<file path="src/pcie_tlp_pkg.sv">
// pcie memory write packet definitions
`default_nettype none

package pcie_tlp_pkg;

   // fmt and type byte of the first header dword
   typedef enum logic [7:0]
   {
      TLP_FMT_MWR_3DW = 8'h40, // memory write, 3dw header, with data
      TLP_FMT_MWR_4DW = 8'h60  // memory write, 4dw header, with data
   } tlp_fmt_e;

   localparam logic [7:0] TLP_FIRST_LAST_BE = 8'hFF; // all bytes of first and last dword

   localparam int unsigned TLP_PAYLOAD_DW = 32; // max payload 128 bytes
   localparam int unsigned TLP_PAYLOAD_QW = TLP_PAYLOAD_DW / 2;
   localparam int unsigned TLP_BEATS = TLP_PAYLOAD_QW + 2; // header qword, addr qword, payload

   // first header qword as seen on the 64 bit tx bus
   typedef struct packed
   {
      logic [15:0] requester_id;
      logic [7:0]  tag;          // posted, always 0 here
      logic [7:0]  byte_en;      // last be, first be
      tlp_fmt_e    fmt_type;
      logic [13:0] attr;         // tc, td, ep, attr, reserved
      logic [9:0]  length;       // dwords
   } tlp_hdr0_t;

   // one beat toward the pcie core
   typedef struct packed
   {
      logic        last_half; // final beat, only the lower dword valid
      logic        last;
      logic [63:0] data;      // lower dword goes out first
   } tlp_beat_t;

endpackage

`default_nettype wire

</file>
<file path="src/hififo_dma_pkg.sv">
// dma request and buffer definitions
`default_nettype none

package hififo_dma_pkg;

   localparam int unsigned FIFO_AWIDTH = 9;
   localparam int unsigned FIFO_DEPTH = 1 << FIFO_AWIDTH; // 64 bit words

   // host write request, all units are 8 bytes
   typedef struct packed
   {
      logic [60:0] addr;      // host address in qwords
      logic [18:0] count;     // qwords, multiple of one packet
      logic        interrupt; // raise irq once the request completes
   } dma_request_t;

   // packet engine states
   typedef enum logic [1:0]
   {
      TPC_IDLE,  // waiting for data and a pending count
      TPC_OFFER, // beat 0 held until the sink takes it
      TPC_ADDR,  // beat 1 on the bus
      TPC_DATA   // beats 2 to 17, no stalls
   } tpc_state_e;

endpackage

`default_nettype wire

</file>
<file path="src/hififo_tpc_engine.sv">
// host bound packet engine
`default_nettype none

module hififo_tpc_engine
(
   input  wire                          clock,
   input  wire                          reset,
   input  wire  [15:0]                  i_pci_id,
   input  wire                          i_req_valid,
   input  wire  hififo_dma_pkg::dma_request_t i_req,
   output logic                         o_req_ready,
   output logic [31:0]                  o_status,
   output logic                         o_interrupt,
   output logic                         o_read,
   input  wire  [63:0]                  i_data,
   input  wire                          i_almost_empty,
   output logic                         o_wr_valid,
   input  wire                          i_wr_ready,
   output pcie_tlp_pkg::tlp_beat_t      o_wr_beat
);
   import pcie_tlp_pkg::*;
   import hififo_dma_pkg::*;

   // pcie payload is little endian per dword
   function automatic logic [31:0] es(input logic [31:0] x);
      es = {x[7:0], x[15:8], x[23:16], x[31:24]};
   endfunction

   tpc_state_e state;
   logic [4:0] beat;        // index of the beat now on o_wr_beat
   logic [60:0] addr;       // qwords
   logic [18:0] count;      // qwords left in the request
   logic irq_flag;
   logic is_32;             // 3dw header for the packet in flight
   logic [31:0] held_dw;    // swapped upper dword of the last popped word
   logic [63:0] byte_addr;
   logic addr_is_32;
   logic accept;            // sink takes beat 0
   logic last_beat;
   logic [4:0] next_beat;
   logic next_last;
   logic [31:0] next_lo;
   logic [31:0] next_hi;
   tlp_hdr0_t hdr0;

   assign byte_addr = {addr, 3'b000};
   assign addr_is_32 = byte_addr[63:32] == '0;
   assign accept = (state == TPC_OFFER) && i_wr_ready;
   assign last_beat = (state == TPC_DATA) && (beat == 5'(TLP_BEATS - 1));
   assign next_beat = beat + 1'b1;
   assign next_last = next_beat == 5'(TLP_BEATS - 1);

   assign o_req_ready = count == '0;
   assign o_status = {10'd0, count, 3'd0}; // bytes left
   assign o_wr_valid = state == TPC_OFFER;

   // one pop per payload qword, 3dw pops one beat earlier for the shift
   always_comb
   begin
      if (is_32)
         o_read = accept || (state == TPC_ADDR) ||
                  ((state == TPC_DATA) && (beat < 5'(TLP_BEATS - 2)));
      else
         o_read = (state == TPC_ADDR) ||
                  ((state == TPC_DATA) && (beat < 5'(TLP_BEATS - 1)));
   end

   always_comb
   begin
      hdr0.requester_id = i_pci_id;
      hdr0.tag = 8'h00;
      hdr0.byte_en = TLP_FIRST_LAST_BE;
      hdr0.fmt_type = addr_is_32 ? TLP_FMT_MWR_3DW : TLP_FMT_MWR_4DW;
      hdr0.attr = '0;
      hdr0.length = 10'(TLP_PAYLOAD_DW);
   end

   // content of the following beat
   always_comb
   begin
      if (state == TPC_OFFER)
      begin
         // address beat, 3dw carries payload dword 0 alongside
         next_lo = is_32 ? byte_addr[31:0] : byte_addr[63:32];
         next_hi = is_32 ? es(i_data[31:0]) : byte_addr[31:0];
      end
      else if (is_32)
      begin
         next_lo = held_dw;                           // shifted by a dword
         next_hi = o_read ? es(i_data[31:0]) : 32'h0; // empty on final beat
      end
      else
      begin
         next_lo = es(i_data[31:0]);
         next_hi = es(i_data[63:32]);
      end
   end

   always_ff @(posedge clock)
   begin
      if (reset)
      begin
         state <= TPC_IDLE;
         beat <= '0;
      end
      else
      begin
         case (state)
            TPC_IDLE:
            begin
               if ((count != '0) && !i_almost_empty) // a full packet is buffered
                  state <= TPC_OFFER;
            end
            TPC_OFFER:
            begin
               if (i_wr_ready)
               begin
                  state <= TPC_ADDR;
                  beat <= 5'd1;
               end
            end
            TPC_ADDR:
            begin
               state <= TPC_DATA;
               beat <= next_beat;
            end
            default:
            begin
               if (last_beat)
               begin
                  state <= TPC_IDLE;
                  beat <= '0;
               end
               else
                  beat <= next_beat;
            end
         endcase
      end
   end

   // beat register, header preloaded while idle
   always_ff @(posedge clock)
   begin
      if (state == TPC_IDLE)
      begin
         o_wr_beat.data <= hdr0;
         o_wr_beat.last <= 1'b0;
         o_wr_beat.last_half <= 1'b0;
         is_32 <= addr_is_32;
      end
      else if (accept || (state == TPC_ADDR) || ((state == TPC_DATA) && !last_beat))
      begin
         o_wr_beat.data <= {next_hi, next_lo};
         o_wr_beat.last <= next_last;
         o_wr_beat.last_half <= is_32 && next_last;
      end
      if (o_read)
         held_dw <= es(i_data[63:32]);
   end

   // request registers, stepped once per finished packet
   always_ff @(posedge clock)
   begin
      if (reset)
      begin
         count <= '0;
         irq_flag <= 1'b0;
         o_interrupt <= 1'b0;
      end
      else
      begin
         if (i_req_valid && o_req_ready)
         begin
            count <= i_req.count;
            irq_flag <= i_req.interrupt;
         end
         else if (last_beat)
            count <= count - 19'(TLP_PAYLOAD_QW);
         // single pulse after the final packet
         o_interrupt <= last_beat && irq_flag && (count == 19'(TLP_PAYLOAD_QW));
      end
   end

   always_ff @(posedge clock)
   begin
      if (i_req_valid && o_req_ready)
         addr <= i_req.addr;
      else if (last_beat)
         addr <= addr + 61'(TLP_PAYLOAD_QW); // 128 bytes on
   end

endmodule

`default_nettype wire

</file>
<file path="config.mk">
export PLATFORM = sky130hd
export DESIGN_NAME = hififo_tpc_engine
export DESIGN_NICKNAME = d
export VERILOG_FILES = /design/src/pcie_tlp_pkg.sv /design/src/hififo_dma_pkg.sv /design/src/hififo_tpc_engine.sv
export SDC_FILE = /design/constraint.sdc
export NUM_CORES = 1
export LEC_CHECK = 0
export BUFFER_PORTS_ARGS = -buffer_cell sky130_fd_sc_hd__buf_4
export CORE_AREA = 2 2 161 163
export CTS_CLUSTER_SIZE = 14
export DETAILED_ROUTE_END_ITERATION = 16
export DIE_AREA = 0 0 163 165
export PLACE_DENSITY = 0.75
export SETUP_SLACK_MARGIN = 0.3
export SLEW_MARGIN = 25
export SYNTH_ARGS = -nofsm -noshare
export SYNTH_HDL_FRONTEND = slang
export SYNTH_SLANG_ARGS = --single-unit
</file>
<file path="constraint.sdc">
create_clock -name clock -period 3.25 [get_ports clock]
set_input_delay 0.4875 -clock clock [delete_from_list [all_inputs] [get_ports clock]]
set_output_delay 0.4875 -clock clock [all_outputs]
set_load 0.01 [all_outputs]
</file>
==> summary.md, run 1 <==
| Metric | Value |
|---|---|
| Status | `complete, no violations` |
| Area fraction in and, or, nand and nor cells after synthesis | `21.0%` |
| Post-Route WL | `34200 um` |
| Max cap viols | `0` |
| Starting Density | `about two fifths` |
| Total track usage | `25.1%` |
| #FFs+latches synth | `~190` |
| Largest family of logic cells by synthesized area | `simple AND/OR/NAND/NOR gates` |
| Clock Tree Buf Depth | `2` |
| CTS tree | `done` |
| Worst slew margin relative to its limit | `a little over two fifths` |
| CP peak stage delay | `just over 600 ps` |
| Most common cell in the synthesized netlist | `nand2_1` |
| Fin crit period | `roughly 2700 ps` |
| Crit Path Category | `reg2reg` |
| Syn avg cell area | `9.67 um2` |
| H-tree depth | `4` |
| Fraction of layout cells with a size suffix above 1 | `between 20% and 30%` |
| Drt pass-1 iters | `5` |
| Cells after Synth | `roughly 1100` |
| Crit path DAT | `between 3000 and 4000 ps` |
| Worst skew pair latency | `~440 ps` |
| Layout area overhead | `27.0%` |
| Internal reg-to-reg setup slack | `between 500 and 600 ps` |
| Vias in the first global route | `approximately 9100` |
| Distinct cells, synth | `between 60 and 70` |
| Pwr dens | `roughly 960 nW/um2` |
| Initial DRC Count | `between 1000 and 1500` |
| Die width | `163 um` |
| Initial antenna violation count | `1` |
| Slew Limit Fails | `0` |
| Leakage | `roughly 5 nW` |
| Placer congestion estimate | `between 0.9 and 1` |
| Adder-cell share of the synthesized area | `1.44%` |
| Synth Area in XOR/XNOR | `4.03%` |
| Cell taking the most area after synthesis | `edfxtp_1` |
| CTS Buf Count | `17` |
| Worst Hold Path EP | `held_dw[15]` |
| CTS clk-pin slew, worst paths | `about 80 ps` |
| Largest net degree at the start of global routing | `72` |
| Post-route DRC | `0` |
| Synth Area in Compound Gates | `11.9%` |
| Ranking of synthesized cells by area | `edfxtp_1, dfxtp_1, mux4_2` |
| Setup crit end kind | `register` |
| Design area | `roughly 13000 um2` |
| Setup TNS | `0 ps` |
| Die outline height | `~170 um` |
| CP startpoint kind | `register` |
| Setup Buffers After CTS | `0` |
| Die area | `26900 um2` |
| Asr flop ratio synth | `0%` |
| Top post-synthesis cells by count | `nand2_1, nor2_1, edfxtp_1` |
| Hold path start | `i_data[55]` |
| Post-synth top area share | `34.0%` |
| Post-Place Cells | `between 1500 and 2000` |
| Crit-path leading delay family | `simple AND/OR/NAND/NOR gates` |
| Hpwl dp | `around 26000 um` |
| First-pass GRT wire length | `~52000 um` |
| CP max stage cell | `or4_4` |
| Final number of setup-violating endpoints | `0` |
| Primary FF master, synth | `edfxtp_1` |
| Worst Skew | `12.3 ps` |
| Final net count | `about 1500` |
| Wire per inst | `between 20 and 25 um` |
| Register area share after synthesis | `about 47%` |
| Maximum VDD drop | `a little over 0.0009 V` |
| Critical Path RT | `~3500 ps` |
| GR Overflow Total | `0` |
| Hold path depth | `1` |
| Fillers | `2276` |
| Reg2reg end | `addr[44]` |
| Total power | `~0.013 W` |
| Hold Path Class | `in2reg` |
| IO Port Bufs | `approximately 250` |
| Bufs and invs on worst path | `0` |
| Post-synthesis mux area share | `about a tenth` |
| F_max | `roughly 370 MHz` |
| Crit-path max FO | `8` |
| Non-filler instance count after layout | `1645` |
| Post-synth EDFFs | `~120` |
| Yosys warnings | `0` |
| Syn Std Cell Area | `around 10000 um2` |
| Site Rows | `a little under 60` |
| Vias | `9517` |
| RSZ-0062 raised after global routing | `no` |
| Core area | `25000 um2` |
| Root buffer cell | `clkbuf_16` |
| Clock Sink Count | `about 190` |
| Hold Vio Cnt, Final | `0` |
| Slew @ Worst Pin | `857 ps` |
| CP cell instances | `and4_1, nand3_2, or4_4, or4_2, a31oi_1` |
| # IOs | `268` |
| Final Cycle Share | `between 80% and 90%` |
| Post-DR vias/cell | `about 5.8` |
| Antenna viol nets, final | `0` |
| Post-DP Area | `between 10000 and 15000 um2` |
| Worst r2r src | `addr[14]` |
| Worst-case reg-to-reg path depth | `5` |
==> power breakdown <==
group | switching, W | leakage (nW) | internal (W) | total, W
clock | 0.00104 | 0.277 | 0.00102 | 0.00207
sequential | 0.000891 | 1.69 | 0.00386 | 0.00475
combinational | 0.00358 | 3.02 | 0.00235 | 0.00593
==> kinds of logic after synthesis <==
family	Yosys count
xor gates and xnor gates	48
adders and majority gates	12
AOI/OAI and AO/OA	213
DFF	188
and+or+nand+nor	448
muxes	65
other	1
buffers and inverters	103
==> stage by stage <==
stage | hold slack, ps | util [%] | setup slack [ps]
detailed placement | 447 | 50.6 | 518
floorplan | 423 | - | 301
finish | 231 | 52.9 | 521
global placement | 441 | 50.6 | 633
global route | 213 | 52.9 | 415
CTS | 223 | 52.8 | 458
==> worst max-delay path by stage <==
stage          depth (start not counted)    endpoint      from
2_1_floorplan                          7  held_dw[0]  state[1]
3_3_place_gp                           5    addr[44]  addr[14]
3_5_place_dp                           5    addr[44]  addr[14]
4_1_cts                                5    addr[44]  addr[14]
5_1_grt                                5    addr[44]  addr[14]
6_report                               5    addr[44]  addr[14]
==> worst register-to-register path, delay by kind of cell, from the launching register on <==
kind / cells / cell delay [ps]
flip-flops: 1 / 470
AND/OR/NAND/NOR: 4 / 1920
AO/OA/AOI/OAI: 1 / 180
==> layout make-up <==
cell class,instances,area [um2],share of cell area [%]
repair buffers,278,2120,16.0
clock inverters,15,146,1.11
multi-input cells,799,5120,38.7
diodes,1,2.50,0.0189
flip-flops and latches,188,4940,37.4
clock buffers,17,425,3.21
well taps,330,413,3.12
inverters,17,63.8,0.482
==> metal layers <==
| metal | global-route usage, % | part of all wire, % | vias up |
|---|---|---|---|
| met1 | 32.7 | 40 | 4524 |
| li1 | - | - | 4414 |
| met4 | 8.29 | 2.4 | 0 |
| met3 | 7.11 | 10 | 59 |
| met2 | 40.6 | 47 | 520 |
| met5 | 0 | 0 | - |
==> sequential cells by signal, summed over array words and instances (netlist names) <==
name	cells
count	19
o_wr_beat	66
is_32	1
state	2
addr	61
held_dw	32
o_interrupt	1
irq_flag	1
beat	5
==> what timing repair did <==
item / in CTS / in global routing
gates resized for setup: 0 / 1
hold buffers: 0 / 0
endpoints found under the setup margin: 0 / 1
==> cells in the final DEF, fill, tap and decap left out, types with 17 or more instances in the layout <==
master     instances
buf_4            275
mux2i_1           36
mux4_2            28
a31oi_1           20
a21oi_1          103
and3_1            17
xnor2_1           32
nand3_1           25
nand2_1          141
nor4_1            33
edfxtp_1         118
clkbuf_16         17
nor2_1           122
dfxtp_1           70
nand4_1           29
o21ai_0           38
Power figures use the tool's default switching activity.
==> inputs of run 2 (changes only) <==
Settings changed: PLACE_DENSITY 0.75 to 0.72.
Clock period 3.25 ns to 2.8 ns, I/O delays scaled along.
==> run 2 against run 1 <==
Global-route usage up 0.45 points. Final area up 3.5%. Die area unchanged. Critical endpoint is now o_req_ready.
==> summary.md, run 2 (same netlist as run 1, synthesis figures left out) <==
| Metric | Value |
|---|---|
| Status | `complete, no violations (unchanged)` |
| Post-DR vias/cell | `5.77 (was 5.79)` |
| Final net count | `1533 (was 1479)` |
| Final Cycle Share | `89.5%` |
| Critical Path Most Common Cell | `buf_6` |
| Maximum VDD drop | `0.000996 V (was 0.000934 V)` |
| First-pass GRT wire length | `52900 um (was 51800 um)` |
| Die area | `26900 um2 (unchanged)` |
| Cts hold-fix bufs | `0 (unchanged)` |
| Comb power frac | `50.5% (was 46.5%)` |
| Crit-path max FO | `4 (was 8)` |
| Crit-path leading delay family | `simple AND/OR/NAND/NOR gates (unchanged)` |
| Biggest register | `o_wr_beat (unchanged)` |
| Crit path DAT | `2090 ps (was 3010 ps)` |
| Core area | `25000 um2 (unchanged)` |
| Largest net degree at the start of global routing | `85 (was 72)` |
| RSZ-0062 raised after global routing | `yes (was no)` |
| GR Overflow Total | `0 (unchanged)` |
| Setup crit end kind | `output pin (was register)` |
| Root buffer cell | `clkbuf_16 (unchanged)` |
| Pwr dens | `1140 nW/um2 (was 963 nW/um2)` |
| # IOs | `268 (unchanged)` |
| Final core utilization | `54.7% (was 52.9%)` |
| Antenna viol nets, final | `0 (unchanged)` |
| Worst skew pair latency | `440 ps (about the same)` |
| Initial DRC Count | `939 (was 1151)` |
| Post-DP Area | `13000 um2 (was 12700 um2)` |
| Non-filler instance count after layout | `1698 (was 1645)` |
| Sw Share | `42.6% (was 43.2%)` |
| Fraction of layout cells with a size suffix above 1 | `31.1% (was 27.3%)` |
| Hold Vio Cnt, Final | `0 (unchanged)` |
| Fin crit period | `approximately 2500 ps` |
| IO Port Bufs | `254 (unchanged)` |
| CP max stage cell | `or4_4 (unchanged)` |
| CP peak stage delay | `550 ps (was 610 ps)` |
| Hold Path Class | `in2reg (unchanged)` |
| CP cell instances | `or4_4, nor4_4, buf_6, and3_4, buf_6 (was and4_1, nand3_2, or4_4, or4_2, a31oi_1)` |
| Net Sw Power | `0.00665 W (was 0.00551 W)` |
| Site Rows | `58 (unchanged)` |
| Vias in the first global route | `9288 (was 9088)` |
| Slew @ Worst Pin | `866 ps (was 857 ps)` |
| Design area | `13700 um2 (was 13200 um2)` |
| Initial antenna violation count | `0 (was 1)` |
| Most common cell after layout, fill and taps aside | `buf_4 (unchanged)` |
| CTS Buf Count | `17 (unchanged)` |
| Clock Sink Count | `188 (unchanged)` |
| Slew Limit Fails | `0 (unchanged)` |
| Internal cell power | `0.00898 W (was 0.00724 W)` |
| Ant. Diodes | `0 (was 1)` |
| Total track usage | `25.6% (was 25.1%)` |
| Die outline height | `165 um (unchanged)` |
| Sequential Power Share | `34.1% (was 37.3%)` |
| Clock Power Share | `15.5% (was 16.2%)` |
| Worst slew margin relative to its limit | `42.2% (was 42.8%)` |
| Post-Place Cells | `1651 (was 1612)` |
| Clock Tree Buf Depth | `2 (unchanged)` |
| Max cap viols | `0 (unchanged)` |
| Most frequent cells in the layout | `buf_4, nand2_1, nor2_1 (unchanged)` |
| Drt pass-1 iters | `5 (unchanged)` |
| H-tree depth | `4 (unchanged)` |
| Placer congestion estimate | `0.978 (was 0.989)` |
| CTS clk-pin slew, worst paths | `80 ps (about the same)` |
| Worst Skew | `12.4 ps (was 12.3 ps)` |
| Bufs and invs on worst path | `2 (was 0)` |
| Crit Path Category | `reg2out (was reg2reg)` |
| Die width | `163 um (unchanged)` |
| Max reg flops | `66 (unchanged)` |
| Biggest regs | `o_wr_beat x66, addr x61, held_dw x32 (unchanged)` |
| F_max | `roughly 400 MHz` |
| Critical Path RT | `2380 ps (was 3530 ps)` |
| Final number of setup-violating endpoints | `0 (unchanged)` |
| Starting Density | `41.6% (unchanged)` |
| Wire per inst | `20.7 um (was 20.8 um)` |
| Vias | `9790 (was 9517)` |
| Leakage | `5.25 nW (was 4.98 nW)` |
| CP startpoint kind | `register (unchanged)` |
| Layout area overhead | `31.4% (was 27.0%)` |
| Hpwl dp | `26300 um (was 25500 um)` |
| Setup TNS | `0 ps (unchanged)` |
| CTS tree | `done (unchanged)` |
| Post-Route WL | `35100 um (was 34200 um)` |
| Post-route DRC | `0 (unchanged)` |
## run 2: cell count changes in the layout (fill, tap and decap cells not counted), sizes merged
cell / previous run / this run
buf: 278 / 331
clkbuf: 17 / 18
clkinv: 5 / 6
diode: 1 / 0
inv: 25 / 24
## run 2: worst paths after layout
check | startpoint | endpoint | slack [ps] | cells past startpoint
setup / recovery | count[7] | o_req_ready | 290 | 5
hold / removal | i_data[33] | held_dw[25] | 170 | 1
setup reg to reg | addr[35] | addr[44] | 390 | 6
hold reg to reg | o_wr_beat[17] | o_wr_beat[17] | 460 | 2
## run 2: metal layers
layer | track usage, % | part of all wire (%) | vias to the layer above
li1 | - | - | 4521
met3 | 5.52 | 9.8 | 37
met1 | 34.6 | 41 | 4729
met2 | 42.3 | 48 | 503
met4 | 5.71 | 1.6 | 0
met5 | 0 | 0 | -
## run 2: power by group through the flow
stage | combinational, W | clock (W) | sequential, W
5_1_grt | 0.00856 | 0.00254 | 0.00544
4_1_cts | 0.00746 | 0.00243 | 0.00530
2_1_floorplan | 0.00448 | 0 | 0.00531
6_report | 0.00789 | 0.00242 | 0.00533
3_5_place_dp | 0.00733 | 0 | 0.00535
3_3_place_gp | 0.00719 | 0 | 0.00531
## run 2: timing repair
item,in CTS,in global routing
pin swaps,2,4
setup buffers,3,10
gates resized for setup,1,13
cloned,0,2
setup endpoints to repair,3,25
## run 2: final cells by class
| cell class | instances | area [um2] |
|---|---|---|
| Clock buffer | 17 | 425 |
| Clock inverter | 15 | 154 |
| Fill cell | 2249 | 11300 |
| Inverter | 17 | 63.8 |
| Multi-Input combinational cell | 799 | 5150 |
| Sequential cell | 188 | 4950 |
| Tap cell | 330 | 413 |
| Timing Repair Buffer | 332 | 2540 |
## run 2: through the flow
stage | hold slack [ps] | setup WS [ps] | total power [W]
after floorplan | 423 | 104 | 0.00978
after global placement | 437 | 361 | 0.0125
after detailed placement | 448 | 311 | 0.0127
after CTS | 154 | 119 | 0.0152
after global routing | 143 | 203 | 0.0165
final | 165 | 295 | 0.0156
==> inputs of run 3 (changes only) <==
Settings changed: BUFFER_PORTS_ARGS -buffer_cell sky130_fd_sc_hd__buf_4 to unset, DONT_BUFFER_PORTS set to 1, PLACE_DENSITY 0.72 to 0.63, SLEW_MARGIN 25 to unset.
==> run 3 against run 2 <==
Final area is 13% lower. Power is 5.5% lower. Routed wire length is 4.5% lower. Register-to-register slack worse by 80 ps. Sequential share of layout area is 5.5 points higher. Sequential cell count stayed put. Utilization is 7.3 points lower. Global-route usage is 1.1 points lower. Clock-buffer cell count is 2 higher. Critical path type is now reg2reg. Highest routed layer is now met5.
==> summary.md, run 3 (same netlist as run 1, synthesis figures left out) <==
| Metric | Value |
|---|---|
| Max reg flops | `66 (unchanged)` |
| Post-DR vias/cell | `5.92 (was 5.77)` |
| Internal reg-to-reg setup slack | `310 ps (was 390 ps)` |
| GR Overflow Total | `0 (unchanged)` |
| Total track usage | `24.5% (was 25.6%)` |
| Sequential Power Share | `37.6% (was 34.1%)` |
| Fillers | `2360 (was 2249)` |
| Die outline height | `165 um (unchanged)` |
| Post-Route WL | `33500 um (was 35100 um)` |
| Layout area overhead | `14.0% (was 31.4%)` |
| Status | `complete, no violations (unchanged)` |
| Slew @ Worst Pin | `643 ps (was 866 ps)` |
| Most frequent cells in the layout | `nand2_1, nor2_1, edfxtp_1 (was buf_4, nand2_1, nor2_1)` |
| Placer congestion estimate | `0.909 (was 0.978)` |
| RSZ-0062 raised after global routing | `yes (unchanged)` |
| Post-Place Cells | `1395 (was 1651)` |
| Comb power frac | `45.5% (was 50.5%)` |
| Post-route DRC | `0 (unchanged)` |
| Site Rows | `58 (unchanged)` |
| CP max stage cell | `or4_2 (was or4_4)` |
| Fraction of layout cells with a size suffix above 1 | `15.3% (was 31.1%)` |
| Worst skew pair latency | `430 ps (was 440 ps)` |
| Clock Power Share | `16.9% (was 15.5%)` |
| CTS clk-pin slew, worst paths | `80 ps (about the same)` |
| Sw Share | `43.3% (was 42.6%)` |
| Initial antenna violation count | `6 (was 0)` |
| Non-filler instance count after layout | `1451 (was 1698)` |
| H-tree depth | `4 (unchanged)` |
| Vias in the first global route | `8096 (was 9288)` |
| Internal cell power | `0.00837 W (was 0.00898 W)` |
| Wire per inst | `23.1 um (was 20.7 um)` |
| CP peak stage delay | `560 ps (was 550 ps)` |
| Starting Density | `41.6% (unchanged)` |
| Fin crit period | `2490 ps (was 2510 ps)` |
| Setup crit end kind | `register (was output pin)` |
| Clock Tree Buf Depth | `2 (unchanged)` |
| CTS Buf Count | `17 (unchanged)` |
| Clock Sink Count | `188 (unchanged)` |
| Die area | `26900 um2 (unchanged)` |
| Maximum VDD drop | `0.000849 V (was 0.000996 V)` |
| Fin worst setup slack | `311 ps (was 295 ps)` |
| Most common cell after layout, fill and taps aside | `nand2_1 (was buf_4)` |
| Biggest register | `o_wr_beat (unchanged)` |
| CP startpoint kind | `register (unchanged)` |
| Hpwl dp | `25300 um (was 26300 um)` |
| Die width | `163 um (unchanged)` |
| Root buffer cell | `clkbuf_16 (unchanged)` |
| Pre-CTS setup slack | `228 ps (was 311 ps)` |
| Worst hold slack | `51.3 ps (was 165 ps)` |
| Crit-path max FO | `7 (was 4)` |
| Slew Limit Fails | `0 (unchanged)` |
| Cts hold-fix bufs | `0 (unchanged)` |
| # IOs | `268 (unchanged)` |
| Core area | `25000 um2 (unchanged)` |
| Antenna viol nets, final | `0 (unchanged)` |
| Initial DRC Count | `806 (was 939)` |
| CTS tree | `done (unchanged)` |
| CP cell instances | `and4_1, nand4_1, or4_4, or4_2, a31oi_1 (was or4_4, nor4_4, buf_6, and3_4, buf_6)` |
| Hold Path Class | `in2reg (unchanged)` |
| Leakage | `4.03 nW (was 5.25 nW)` |
| Pwr dens | `1240 nW/um2 (was 1140 nW/um2)` |
| Hold Vio Cnt, Final | `0 (unchanged)` |
| Bufs and invs on worst path | `0 (was 2)` |
| Net Sw Power | `0.00639 W (was 0.00665 W)` |
| Worst Skew | `14.3 ps (was 12.4 ps)` |
| Drt pass-1 iters | `5 (unchanged)` |
| Final net count | `1281 (was 1533)` |
| First-pass GRT wire length | `49500 um (was 52900 um)` |
| Critical Path RT | `3080 ps (was 2380 ps)` |
| IO Port Bufs | `0 (was 254)` |
| Setup TNS | `0 ps (unchanged)` |
| Crit path DAT | `2760 ps (was 2090 ps)` |
| Crit-path leading delay family | `simple AND/OR/NAND/NOR gates (unchanged)` |
| Vias | `8592 (was 9790)` |
| Crit Path Category | `reg2reg (was reg2out)` |
| Largest net degree at the start of global routing | `58 (was 85)` |
| Biggest regs | `o_wr_beat x66, addr x61, held_dw x32 (unchanged)` |
| Final number of setup-violating endpoints | `0 (unchanged)` |
| Worst slew margin relative to its limit | `57.0% (was 42.2%)` |
| Max cap viols | `0 (unchanged)` |
| F_max | `402 MHz (was 399 MHz)` |
| Final Cycle Share | `88.9% (was 89.5%)` |
[run 3: final cells by class]
type	count	area [um2]	area share [%]
antenna	5	12.5	0.105
clock buffer	19	475	4.00
clock inverter	13	136	1.15
inverter	17	63.8	0.537
multi-input combinational	800	5190	43.7
sequential	188	4950	41.6
tap	330	413	3.48
timing repair buffer	79	644	5.42
[run 3: power by group through the flow]
stage	Combinational, W	Clock, W	Sequential, W
floorplan	0.00448	0	0.00531
global placement	0.00614	0	0.00559
detailed placement	0.00629	0	0.00563
CTS	0.00653	0.00254	0.00556
global route	0.00741	0.00264	0.00567
finish	0.00672	0.00249	0.00555
[run 3: stage by stage]
stage / cell area (um2) / total power, W / utilization (%)
floorplan: 10600 / 0.00978 / -
global route: 11900 / 0.0157 / 47.4
detailed placement: 11100 / 0.0119 / 44.2
global placement: 11100 / 0.0117 / 44.2
CTS: 11700 / 0.0146 / 46.8
finish: 11900 / 0.0148 / 47.5
[run 3: per-layer routing]
layer  vias to the layer above  wire (um)  share of wire [%]  global-route usage (%)
met5                         -         12              0.036                       0
met4                         2        730                2.2                    7.08
met3                        43       3650                 11                    7.79
met2                       430      15600                 47                    39.3
met1                      4089      13500                 40                    31.8
li1                       4028          -                  -                       -
[run 3: path summary, 6_finish.rpt]
path	endpoint	cells past startpoint	start
setup / recovery	addr[44]	5	addr[23]
hold / removal	beat[4]	1	reset
setup reg to reg	addr[44]	5	addr[23]
hold reg to reg	irq_flag	2	irq_flag
[run 3: repair_timing]
action,4_1_cts,5_1_grt
endpoints found under the setup margin,88,103
gates resized for setup,6,7
cloned,1,1
pin swaps,1,7
setup buffers,4,13
